[config.mk]
export PLATFORM = sky130hd
export DESIGN_NAME = pat_core
export DESIGN_NICKNAME = d
export VERILOG_FILES = /design/src/rtl/pat_pkg.sv /design/src/rtl/pat_alu.sv /design/src/rtl/pat_data_mem.sv /design/src/rtl/pat_program_counter.sv /design/src/rtl/pat_decoder.sv /design/src/rtl/pat_execute.sv /design/src/rtl/pat_core.sv
export SDC_FILE = /design/constraint.sdc
export NUM_CORES = 1
export LEC_CHECK = 0
export ABC_AREA = 1
export BUFFER_PORTS_ARGS = -buffer_cell sky130_fd_sc_hd__buf_2
export CAP_MARGIN = 5
export CELL_PAD_IN_SITES_DETAIL_PLACEMENT = 1
export CELL_PAD_IN_SITES_GLOBAL_PLACEMENT = 2
export CORE_UTILIZATION = 39
export DETAILED_ROUTE_END_ITERATION = 12
export PLACE_DENSITY = 0.93
export RECOVER_POWER = 50
export SKIP_LAST_GASP = 1
export SLEW_MARGIN = 0
export SYNTH_ARGS = -nofsm -noshare
export SYNTH_HDL_FRONTEND = slang
export SYNTH_HIERARCHICAL = 1
export SYNTH_SLANG_ARGS = --single-unit
[constraint.sdc]
create_clock -name clk -period 3.29 [get_ports clk]
set_clock_uncertainty 0.15 [all_clocks]
set_input_delay 0.658 -clock clk [delete_from_list [all_inputs] [get_ports clk]]
set_output_delay 0.658 -clock clk [all_outputs]
set_load 0.005 [all_outputs]
[src/rtl/pat_pkg.sv]
package pat_pkg;

	// ========================================================================
	// widths and types
	// ========================================================================
	localparam int INSTR_WIDTH    = 20;
	localparam int PC_WIDTH       = 10;
	localparam int DATA_WIDTH     = 8;
	localparam int DMEM_DEPTH     = 32;
	localparam int DMEM_ADR_WIDTH = 5;   // low bits of the immediate
	localparam int FIELDP_WIDTH   = 5;
	localparam int BUFP_WIDTH     = 3;
	localparam int FIELD_LATENCY  = 4;   // fieldp -> fieldwp, cycles
	localparam int SHIFT_WIDTH    = 3;   // shift amount from operand b

	typedef logic [INSTR_WIDTH-1:0]    instr_t;
	typedef logic [PC_WIDTH-1:0]       pc_t;
	typedef logic [DATA_WIDTH-1:0]     data_t;
	typedef logic [DMEM_ADR_WIDTH-1:0] dmem_adr_t;
	typedef logic [FIELDP_WIDTH-1:0]   fieldp_t;
	typedef logic [BUFP_WIDTH-1:0]     bufp_t;

	// instruction word layout
	localparam int FIELDP_LSB   = 15;  // 19..15 field pointer
	localparam int FIELD_OP_BIT = 12;  // 1 = result goes to field
	localparam int OPC_WIDTH    = 4;
	localparam int OPC_I8_LSB   = 8;   // 11..8
	localparam int OPC_I3_LSB   = 4;   // 7..4
	localparam int OPC_I0_LSB   = 0;   // 3..0
	localparam int IMM3_WIDTH   = 3;   // 2..0

	// nop in i0 space, condition and pointer zero
	localparam instr_t INSTR_NOP = 20'h00fff;

	// ========================================================================
	// opcodes
	// ========================================================================
	typedef enum logic [OPC_WIDTH-1:0] {
		I8_OR = 4'h0, I8_AND = 4'h1, I8_ADDM = 4'h2, I8_SUBM = 4'h3,
		I8_ADD = 4'h4, I8_SUB = 4'h5, I8_LDI = 4'h6, I8_LDM = 4'h7,
		I8_BF = 4'h8, I8_BB = 4'h9, I8_CALL = 4'ha, I8_STAM = 4'hb,
		I8_SETSP = 4'hc, I8_ORM = 4'hd, I8_ANDM = 4'he, I8_PREFIX_I3 = 4'hf
	} op_i8_e;

	typedef enum logic [OPC_WIDTH-1:0] {
		I3_SHL = 4'h0, I3_SHLO = 4'h1, I3_SHR = 4'h2, I3_ASR = 4'h3,
		I3_IN = 4'h5, I3_OUT = 4'h8, I3_SETB = 4'h9, I3_PREFIX_I0 = 4'hf
	} op_i3_e;

	typedef enum logic [OPC_WIDTH-1:0] {
		I0_NOT = 4'h0,
		I0_NOP = 4'hf
	} op_i0_e;

	// stage 2 operation
	typedef enum logic [3:0] {
		ALU_OR, ALU_AND, ALU_NOT, ALU_ADD, ALU_SUB,
		ALU_SHL, ALU_SHLO, ALU_SHR, ALU_ASR, ALU_PASS_B
	} alu_op_e;

endpackage

[src/rtl/pat_alu.sv]
module pat_alu (
	input  pat_pkg::data_t   i_a,
	input  pat_pkg::data_t   i_b,
	input  pat_pkg::alu_op_e i_op,
	output pat_pkg::data_t   o_y
);
	import pat_pkg::*;

	logic [SHIFT_WIDTH-1:0] sh;   // shift amount
	data_t                  ones_fill;
	data_t                  sum;
	data_t                  diff;

	assign sh        = i_b[SHIFT_WIDTH-1:0];
	assign ones_fill = ~({DATA_WIDTH{1'b1}} << sh); // low sh bits set
	assign sum       = i_a + i_b;  // wraps mod 256
	assign diff      = i_a - i_b;

	always_comb
	begin
		case (i_op)
			ALU_OR:   o_y = i_a | i_b;
			ALU_AND:  o_y = i_a & i_b;
			ALU_NOT:  o_y = ~i_a;
			ALU_ADD:  o_y = sum;
			ALU_SUB:  o_y = diff;
			ALU_SHL:  o_y = i_a << sh;
			ALU_SHLO: o_y = (i_a << sh) | ones_fill;   // shift in ones
			ALU_SHR:  o_y = i_a >> sh;
			ALU_ASR:  o_y = data_t'($signed(i_a) >>> sh); // sign kept
			default:  o_y = i_b;                     // pass b
		endcase
	end

endmodule

[src/rtl/pat_data_mem.sv]
module pat_data_mem (
	input  logic               clk,
	input  pat_pkg::dmem_adr_t i_read_adr,
	input  logic               i_write_en,
	input  pat_pkg::dmem_adr_t i_write_adr,
	input  pat_pkg::data_t     i_write_data,
	output pat_pkg::data_t     o_read_data
);
	import pat_pkg::*;

	data_t mem [DMEM_DEPTH];

	// async read, same cycle as decode
	assign o_read_data = mem[i_read_adr];

	always_ff @(posedge clk)
	begin
		if (i_write_en)
			mem[i_write_adr] <= i_write_data;
	end

endmodule

[src/rtl/pat_program_counter.sv]
module pat_program_counter (
	input  logic           clk,
	input  logic           reset,
	input  logic           i_branch_fwd,
	input  logic           i_branch_back,
	input  pat_pkg::data_t i_branch_offset,
	output pat_pkg::pc_t   o_pc
);
	import pat_pkg::*;

	pc_t offset;

	// offset zero-extended to pc width
	assign offset = {{(PC_WIDTH-DATA_WIDTH){1'b0}}, i_branch_offset};

	always_ff @(posedge clk)
	begin
		if (reset)
			o_pc <= '0;
		else if (i_branch_fwd)
			o_pc <= o_pc + offset;  // bf
		else if (i_branch_back)
			o_pc <= o_pc - offset;  // bb
		else
			o_pc <= o_pc + 1'b1;
	end

endmodule

[src/rtl/pat_decoder.sv]
module pat_decoder (
	input  logic               clk,
	input  logic               reset,
	input  pat_pkg::instr_t    i_instruction,
	input  pat_pkg::data_t     i_read_data,
	output pat_pkg::dmem_adr_t o_read_adr,
	output logic               o_branch_fwd,
	output logic               o_branch_back,
	output pat_pkg::data_t     o_branch_offset,
	output pat_pkg::alu_op_e   o_alu_op,
	output pat_pkg::data_t     o_operand_b,
	output logic               o_src_in,
	output logic               o_dest_acc,
	output logic               o_dest_field,
	output logic               o_store,
	output pat_pkg::dmem_adr_t o_store_adr,
	output logic               o_store_field,
	output logic               o_out,
	output logic               o_setb,
	output pat_pkg::fieldp_t   o_fieldp,
	output pat_pkg::fieldp_t   o_fieldwp
);
	import pat_pkg::*;

	instr_t  instr_q;                          // stage 1 instruction
	fieldp_t fieldp_hist [FIELD_LATENCY];      // write pointer delay line
	logic    field_op;
	op_i8_e  opc_i8;
	op_i3_e  opc_i3;
	op_i0_e  opc_i0;
	data_t   imm8;
	logic [IMM3_WIDTH-1:0] imm3;
	data_t   imm_ext;
	logic    is_i8, is_i3, is_i0;
	logic    dest_reg, src_mem;
	alu_op_e alu_op;

	// field split
	assign field_op = instr_q[FIELD_OP_BIT];
	assign opc_i8   = op_i8_e'(instr_q[OPC_I8_LSB +: OPC_WIDTH]);
	assign opc_i3   = op_i3_e'(instr_q[OPC_I3_LSB +: OPC_WIDTH]);
	assign opc_i0   = op_i0_e'(instr_q[OPC_I0_LSB +: OPC_WIDTH]);
	assign imm8     = instr_q[DATA_WIDTH-1:0];
	assign imm3     = instr_q[IMM3_WIDTH-1:0];

	// class through the prefix chain
	assign is_i8 = (opc_i8 != I8_PREFIX_I3);
	assign is_i3 = !is_i8 && (opc_i3 != I3_PREFIX_I0);
	assign is_i0 = !is_i8 && !is_i3;

	assign imm_ext = is_i8 ? imm8 : {{(DATA_WIDTH-IMM3_WIDTH){1'b0}}, imm3};

	// ops that commit to acc or field
	assign dest_reg = (is_i8 && (opc_i8 inside {I8_OR, I8_AND, I8_ADD, I8_SUB, I8_LDI,
		I8_LDM, I8_ADDM, I8_SUBM, I8_ORM, I8_ANDM}))
		|| (is_i3 && (opc_i3 inside {I3_SHL, I3_SHLO, I3_SHR, I3_ASR, I3_IN}))
		|| (is_i0 && (opc_i0 == I0_NOT));
	assign src_mem = is_i8 && (opc_i8 inside {I8_LDM, I8_ADDM, I8_SUBM, I8_ORM, I8_ANDM});

	// memory read and branch go out combinationally
	assign o_read_adr      = instr_q[DMEM_ADR_WIDTH-1:0];
	assign o_branch_fwd    = is_i8 && (opc_i8 == I8_BF);
	assign o_branch_back   = is_i8 && (opc_i8 == I8_BB);
	assign o_branch_offset = imm8;
	assign o_fieldwp       = fieldp_hist[FIELD_LATENCY-1];

	always_comb
	begin
		alu_op = ALU_PASS_B; // ldi, ldm, in and non-alu ops
		if (is_i8)
			case (opc_i8)
				I8_OR, I8_ORM:   alu_op = ALU_OR;
				I8_AND, I8_ANDM: alu_op = ALU_AND;
				I8_ADD, I8_ADDM: alu_op = ALU_ADD;
				I8_SUB, I8_SUBM: alu_op = ALU_SUB;
				default:         alu_op = ALU_PASS_B;
			endcase
		else if (is_i3)
			case (opc_i3)
				I3_SHL:  alu_op = ALU_SHL;
				I3_SHLO: alu_op = ALU_SHLO;
				I3_SHR:  alu_op = ALU_SHR;
				I3_ASR:  alu_op = ALU_ASR;
				default: alu_op = ALU_PASS_B;
			endcase
		else if (opc_i0 == I0_NOT)
			alu_op = ALU_NOT;
	end

	// ========================================================================
	// stage 1 -> stage 2 control
	// ========================================================================
	always_ff @(posedge clk)
	begin
		if (reset)
		begin
			instr_q       <= INSTR_NOP;
			o_alu_op      <= ALU_PASS_B;
			o_src_in      <= 1'b0;
			o_dest_acc    <= 1'b0;
			o_dest_field  <= 1'b0;
			o_store       <= 1'b0;
			o_store_field <= 1'b0;
			o_out         <= 1'b0;
			o_setb        <= 1'b0;
			o_fieldp      <= '0;
			fieldp_hist   <= '{default: '0};
		end
		else
		begin
			instr_q       <= i_instruction;
			o_alu_op      <= alu_op;
			o_src_in      <= is_i3 && (opc_i3 == I3_IN);
			o_dest_acc    <= dest_reg && !field_op;
			o_dest_field  <= dest_reg && field_op; // bit 12 routes to field
			o_store       <= is_i8 && (opc_i8 == I8_STAM);
			o_store_field <= field_op;             // stam source select
			o_out         <= is_i3 && (opc_i3 == I3_OUT);
			o_setb        <= is_i3 && (opc_i3 == I3_SETB);
			o_fieldp      <= instr_q[FIELDP_LSB +: FIELDP_WIDTH];
			fieldp_hist[0] <= o_fieldp;
			for (int i = 1; i < FIELD_LATENCY; i++)
				fieldp_hist[i] <= fieldp_hist[i-1];
		end
	end

	// operand b preselected, mem word or immediate
	always_ff @(posedge clk)
	begin
		o_operand_b <= src_mem ? i_read_data : imm_ext;
		o_store_adr <= instr_q[DMEM_ADR_WIDTH-1:0];
	end

endmodule

[src/rtl/pat_execute.sv]
module pat_execute (
	input  logic               clk,
	input  logic               reset,
	input  pat_pkg::alu_op_e   i_alu_op,
	input  pat_pkg::data_t     i_operand_b,
	input  logic               i_src_in,
	input  logic               i_dest_acc,
	input  logic               i_dest_field,
	input  logic               i_store,
	input  pat_pkg::dmem_adr_t i_store_adr,
	input  logic               i_store_field,
	input  logic               i_out,
	input  logic               i_setb,
	input  pat_pkg::data_t     i_field,
	input  pat_pkg::data_t     i_inputs,
	output pat_pkg::data_t     o_field_out,
	output logic               o_field_write_en,
	output logic               o_write_en,
	output pat_pkg::dmem_adr_t o_write_adr,
	output pat_pkg::data_t     o_write_data,
	output pat_pkg::data_t     o_outputs,
	output pat_pkg::bufp_t     o_bufp
);
	import pat_pkg::*;

	data_t acc;          // main accumulator
	data_t acc_alu_y;
	data_t field_alu_y;
	data_t acc_result;
	data_t field_result;

	// one alu per destination, no input mux
	pat_alu u_acc_alu (
		.i_a  (acc),
		.i_b  (i_operand_b),
		.i_op (i_alu_op),
		.o_y  (acc_alu_y)
	);

	pat_alu u_field_alu (
		.i_a  (i_field),
		.i_b  (i_operand_b),
		.i_op (i_alu_op),
		.o_y  (field_alu_y)
	);

	assign acc_result   = i_src_in ? i_inputs : acc_alu_y;   // in overrides alu
	assign field_result = i_src_in ? i_inputs : field_alu_y;

	// ========================================================================
	// commit
	// ========================================================================
	always_ff @(posedge clk)
	begin
		if (reset)
		begin
			acc              <= '0;
			o_field_out      <= '0;
			o_field_write_en <= 1'b0;
			o_write_en       <= 1'b0;
			o_outputs        <= '0;
			o_bufp           <= '0;
		end
		else
		begin
			if (i_dest_acc)
				acc <= acc_result;
			if (i_dest_field)
				o_field_out <= field_result;
			o_field_write_en <= i_dest_field;  // one-cycle pulse
			o_write_en       <= i_store;
			if (i_out)
				o_outputs <= acc;
			if (i_setb)
				o_bufp <= i_operand_b[BUFP_WIDTH-1:0];
		end
	end

	// store request, array written one edge later
	always_ff @(posedge clk)
	begin
		if (i_store)
		begin
			o_write_adr  <= i_store_adr;
			o_write_data <= i_store_field ? i_field : acc;
		end
	end

endmodule

[src/rtl/pat_core.sv]
module pat_core (
	input  logic             clk,
	input  logic             reset,
	input  pat_pkg::instr_t  i_instruction,
	input  pat_pkg::data_t   i_field,
	input  pat_pkg::data_t   i_inputs,
	output pat_pkg::pc_t     o_pc,
	output pat_pkg::bufp_t   o_bufp,
	output pat_pkg::fieldp_t o_fieldp,
	output pat_pkg::fieldp_t o_fieldwp,
	output logic             o_field_write_en,
	output pat_pkg::data_t   o_field_out,
	output pat_pkg::data_t   o_outputs
);
	import pat_pkg::*;

	// decode <-> pc / dmem
	dmem_adr_t read_adr;
	data_t     read_data;
	logic      branch_fwd, branch_back;
	data_t     branch_offset;
	// stage 1 -> stage 2
	alu_op_e   alu_op;
	data_t     operand_b;
	logic      src_in, dest_acc, dest_field;
	logic      store, store_field, out_en, setb;
	dmem_adr_t store_adr;
	// stage 2 -> dmem
	logic      dmem_write_en;
	dmem_adr_t dmem_write_adr;
	data_t     dmem_write_data;

	// ========================================================================
	// stage 1
	// ========================================================================
	pat_decoder u_decoder (
		.clk (clk), .reset (reset),
		.i_instruction (i_instruction), .i_read_data (read_data),
		.o_read_adr (read_adr),
		.o_branch_fwd (branch_fwd), .o_branch_back (branch_back),
		.o_branch_offset (branch_offset),
		.o_alu_op (alu_op), .o_operand_b (operand_b), .o_src_in (src_in),
		.o_dest_acc (dest_acc), .o_dest_field (dest_field),
		.o_store (store), .o_store_adr (store_adr), .o_store_field (store_field),
		.o_out (out_en), .o_setb (setb),
		.o_fieldp (o_fieldp), .o_fieldwp (o_fieldwp)
	);

	pat_program_counter u_pc (
		.clk (clk), .reset (reset),
		.i_branch_fwd (branch_fwd), .i_branch_back (branch_back),
		.i_branch_offset (branch_offset), .o_pc (o_pc)
	);

	pat_data_mem u_dmem (
		.clk (clk), .i_read_adr (read_adr),
		.i_write_en (dmem_write_en), .i_write_adr (dmem_write_adr),
		.i_write_data (dmem_write_data), .o_read_data (read_data)
	);

	// ========================================================================
	// stage 2
	// ========================================================================
	pat_execute u_execute (
		.clk (clk), .reset (reset),
		.i_alu_op (alu_op), .i_operand_b (operand_b), .i_src_in (src_in),
		.i_dest_acc (dest_acc), .i_dest_field (dest_field),
		.i_store (store), .i_store_adr (store_adr), .i_store_field (store_field),
		.i_out (out_en), .i_setb (setb),
		.i_field (i_field), .i_inputs (i_inputs),
		.o_field_out (o_field_out), .o_field_write_en (o_field_write_en),
		.o_write_en (dmem_write_en), .o_write_adr (dmem_write_adr),
		.o_write_data (dmem_write_data),
		.o_outputs (o_outputs), .o_bufp (o_bufp)
	);

endmodule

==> flow_summary.ini <==
[status]
violations = capacitance limit, slew limit
status = complete, but fails checks

[pwr]
peakVddDrop_mv = 0.366
p_total_mw = 11.5
power_density_nw_per_um2 = 534
p_leak_nw = 9.19

[synth]
postSynth.asyncResetShare_pct = 0
synth_top_family_by_area = simple AND/OR/NAND/NOR gates
synth_nets = 2347
synth_edf_count = 269
syn_area_um2 = 19300
synth.area.mux_share_pct = 0
netlist_instances = 2263
ys.warnings.count = 6
synthTopCellsByArea = edfxtp_1, nand2_1, dfxtp_1
synth_simple_gate_area_share_pct = 30.8
synth.avg_cell_area_um2 = 8.55
ys_seq_elements = 379
synth_top_area_cell = edfxtp_1
ys_seq_area_share_pct = 53.1
synth_fa_ha_area_share_pct = 3.09
synth_top_flop_cell = edfxtp_1
synth-xor-area-share_pct = 0.498
yosys.cell_types.count = 48
synth_top_area_share_pct = 41.8
synth_compound_area_share_pct = 4.43

[critical_path]
critPathKind = register to register
crit_family = simple AND/OR/NAND/NOR gates
cp_slowest_cell = dfxtp_1
crit_required_ns = 3.60
path_buf_inv = 4
cp-end-kind = register
crit_path_max_fanout = 10
critical_path.cell_chain = inv_2 -> buf_4 -> ha_1 -> inv_1 -> ha_1 -> a21oi_1 -> ha_1 -> or2_2 -> nand3_1 -> o21ai_0 -> nor3_2 -> nand3_1 -> nand2_1 -> nand3_1 -> nand2_1 -> inv_1
arrival_ns = 3.38
setup.worst_path.start_class = register
slowest_delay_ns = 0.39

[final_layout]
final_cells = 3023
layout.nets = 2410
n_antenna_cell = 0
layout-drive-gt1-share_pct = 12.1
fin_util_pct = 44.1
final_common_cell = nand2_1
layout_common_cells = nand2_1, nand3_1, edfxtp_1
area_growth_syn_to_layout_pct = 11.6
fillCellCount = 5825

[drt]
vias = 15938
wl_per_cell_um = 19.4
drt_first_pass_iters = 5
wl_um = 58700
dr.first_iter.drc_count = 1044
viasPerCell = 5.27
ant_nets = 0
drc = 0

[die]
io_pins = 78
initial_core_util_pct = 39.5
die_area_um2 = 50500
row_count = 81
fp.dieH_um = 225
fp.dieW_um = 225
coreArea_um2 = 49000

[clocking]
ctsHoldBuffers = 0
cts_buffers = 41
clk_pin_slew_ns = 0.06
clock-sinks = 379
clk_latency_ns = 0.57
clockBufferDepth = 3
cts-root-buf = clkbuf_16
cts_tree = yes
htreeDepth = 2

[run]
maxCapViolCount = 6

[global_route]
grt_max_degree = 131
antenna_found_initial = 2
overflow = 0
grt_pass1_wl_um = 90900
grt_pass1_vias = 16618
grt_usage_pct = 23.2

[timing]
timing.fmax_mhz = 326
hold_slack_ns = 0.130
period_needed_ns = 3.07
finalCritPeriodShare_pct = 93.3
slew_violations = 296
slew_headroom_pct = -30.0
setup_violations = 0
worstMarginPinSlew_ns = 1.95
hold_viol = 0

[place]
placed_cells = 2943
dp_hpwl_um = 39500
portBuffers = 75
routabilityCongestion = 0.909

[hold_path]
hp-class = primary input to register
==> sequential cells by signal, indices dropped and copies added (netlist names), 10 cells and up, named ones only <==
signal,cells
u_decoder/fieldp_hist,15
u_decoder/instr_q,18
u_dmem/mem,256
u_pc/o_pc,10
==> timing repair <==
item / in CTS / in global routing
endpoints found under the setup margin: 2 / 9
setup buffers: 2 / 2
pin swaps: 1 / 7
gates resized for setup: 2 / 16
hold endpoints to repair: 0 / 0
==> worst register-to-register path: cells and delay by family (launching register included) <==
kind | cells | cell delay [ns]
compound gates | 2 | 0.26
fa+ha+maj | 3 | 0.75
buf+inv | 4 | 0.33
flops | 1 | 0.39
simple gates | 7 | 1.08
==> cell usage after synthesis, types with 16 or more instances <==
| master | count |
|---|---|
| a21oi_1 | 47 |
| buf_2 | 30 |
| buf_4 | 24 |
| buf_6 | 29 |
| dfxtp_1 | 110 |
| edfxtp_1 | 269 |
| ha_1 | 43 |
| inv_1 | 187 |
| inv_2 | 17 |
| nand2_1 | 724 |
| nand3_1 | 318 |
| nor2_1 | 220 |
| o21ai_0 | 62 |
| or2_2 | 16 |
==> per-stage QoR <==
step	TNS [ns]	cell area (µm²)	worst slack, ns
after floorplan	0	19300	0.318
after global placement	0	20200	0.0823
after detailed placement	0	20200	0.0359
after CTS	0	21500	0.0211
after global routing	-0.0159	21600	-0.0159
final	0	21600	0.219
==> worst paths after layout <==
check | slack, ns | end | cells past startpoint | start
min reg2reg | 0.25 | u_decoder/fieldp_hist[13]$_SDFF_PP0_ | 2 | u_decoder/fieldp_hist[18]$_SDFF_PP0_
max reg2reg | 0.22 | u_execute/o_field_out[2]$_SDFFE_PP0P_ | 16 | u_decoder/o_operand_b[0]$_DFF_P_
min | 0.13 | u_decoder/instr_q[2]$_SDFF_PP1_ | 2 | i_instruction[2]
max | 0.22 | u_execute/o_field_out[2]$_SDFFE_PP0P_ | 16 | u_decoder/o_operand_b[0]$_DFF_P_
==> report_power, final <==
group          switching [mW]  internal, mW  total [mW]
clock network            1.93          2.66        4.59
logic                    1.15         0.535        1.69
registers               0.104          5.14        5.25
total                    3.19          8.34        11.5
==> cell type report <==
type	instances	area, µm²	share of cell area (%)
Timing Repair Buffer	123	761	3.53
Multi-Input combinational cell	1576	7590	35.2
Clock buffer	45	1060	4.92
Inverter	205	771	3.57
Clock inverter	31	283	1.31
Tap cell	664	831	3.85
Sequential cell	379	10300	47.7
==> cells by family (layout without fill, tap and decap cells) <==
group / after synthesis / after routing
xor+xnor: 11 / 11
compound gates: 151 / 151
buf+inv: 308 / 404
fa+ha+maj: 46 / 46
simple gates: 1368 / 1368
flops: 379 / 379
==> routing by layer <==
metal	global-route usage (%)	vias up	part of all wire [%]
met4	8.36	4	3.1
li1	-	7533	-
met5	0	-	0.039
met3	3.46	121	5.1
met1	29.3	7857	42
met2	40.2	423	50
(Power assumes the default switching activity.)
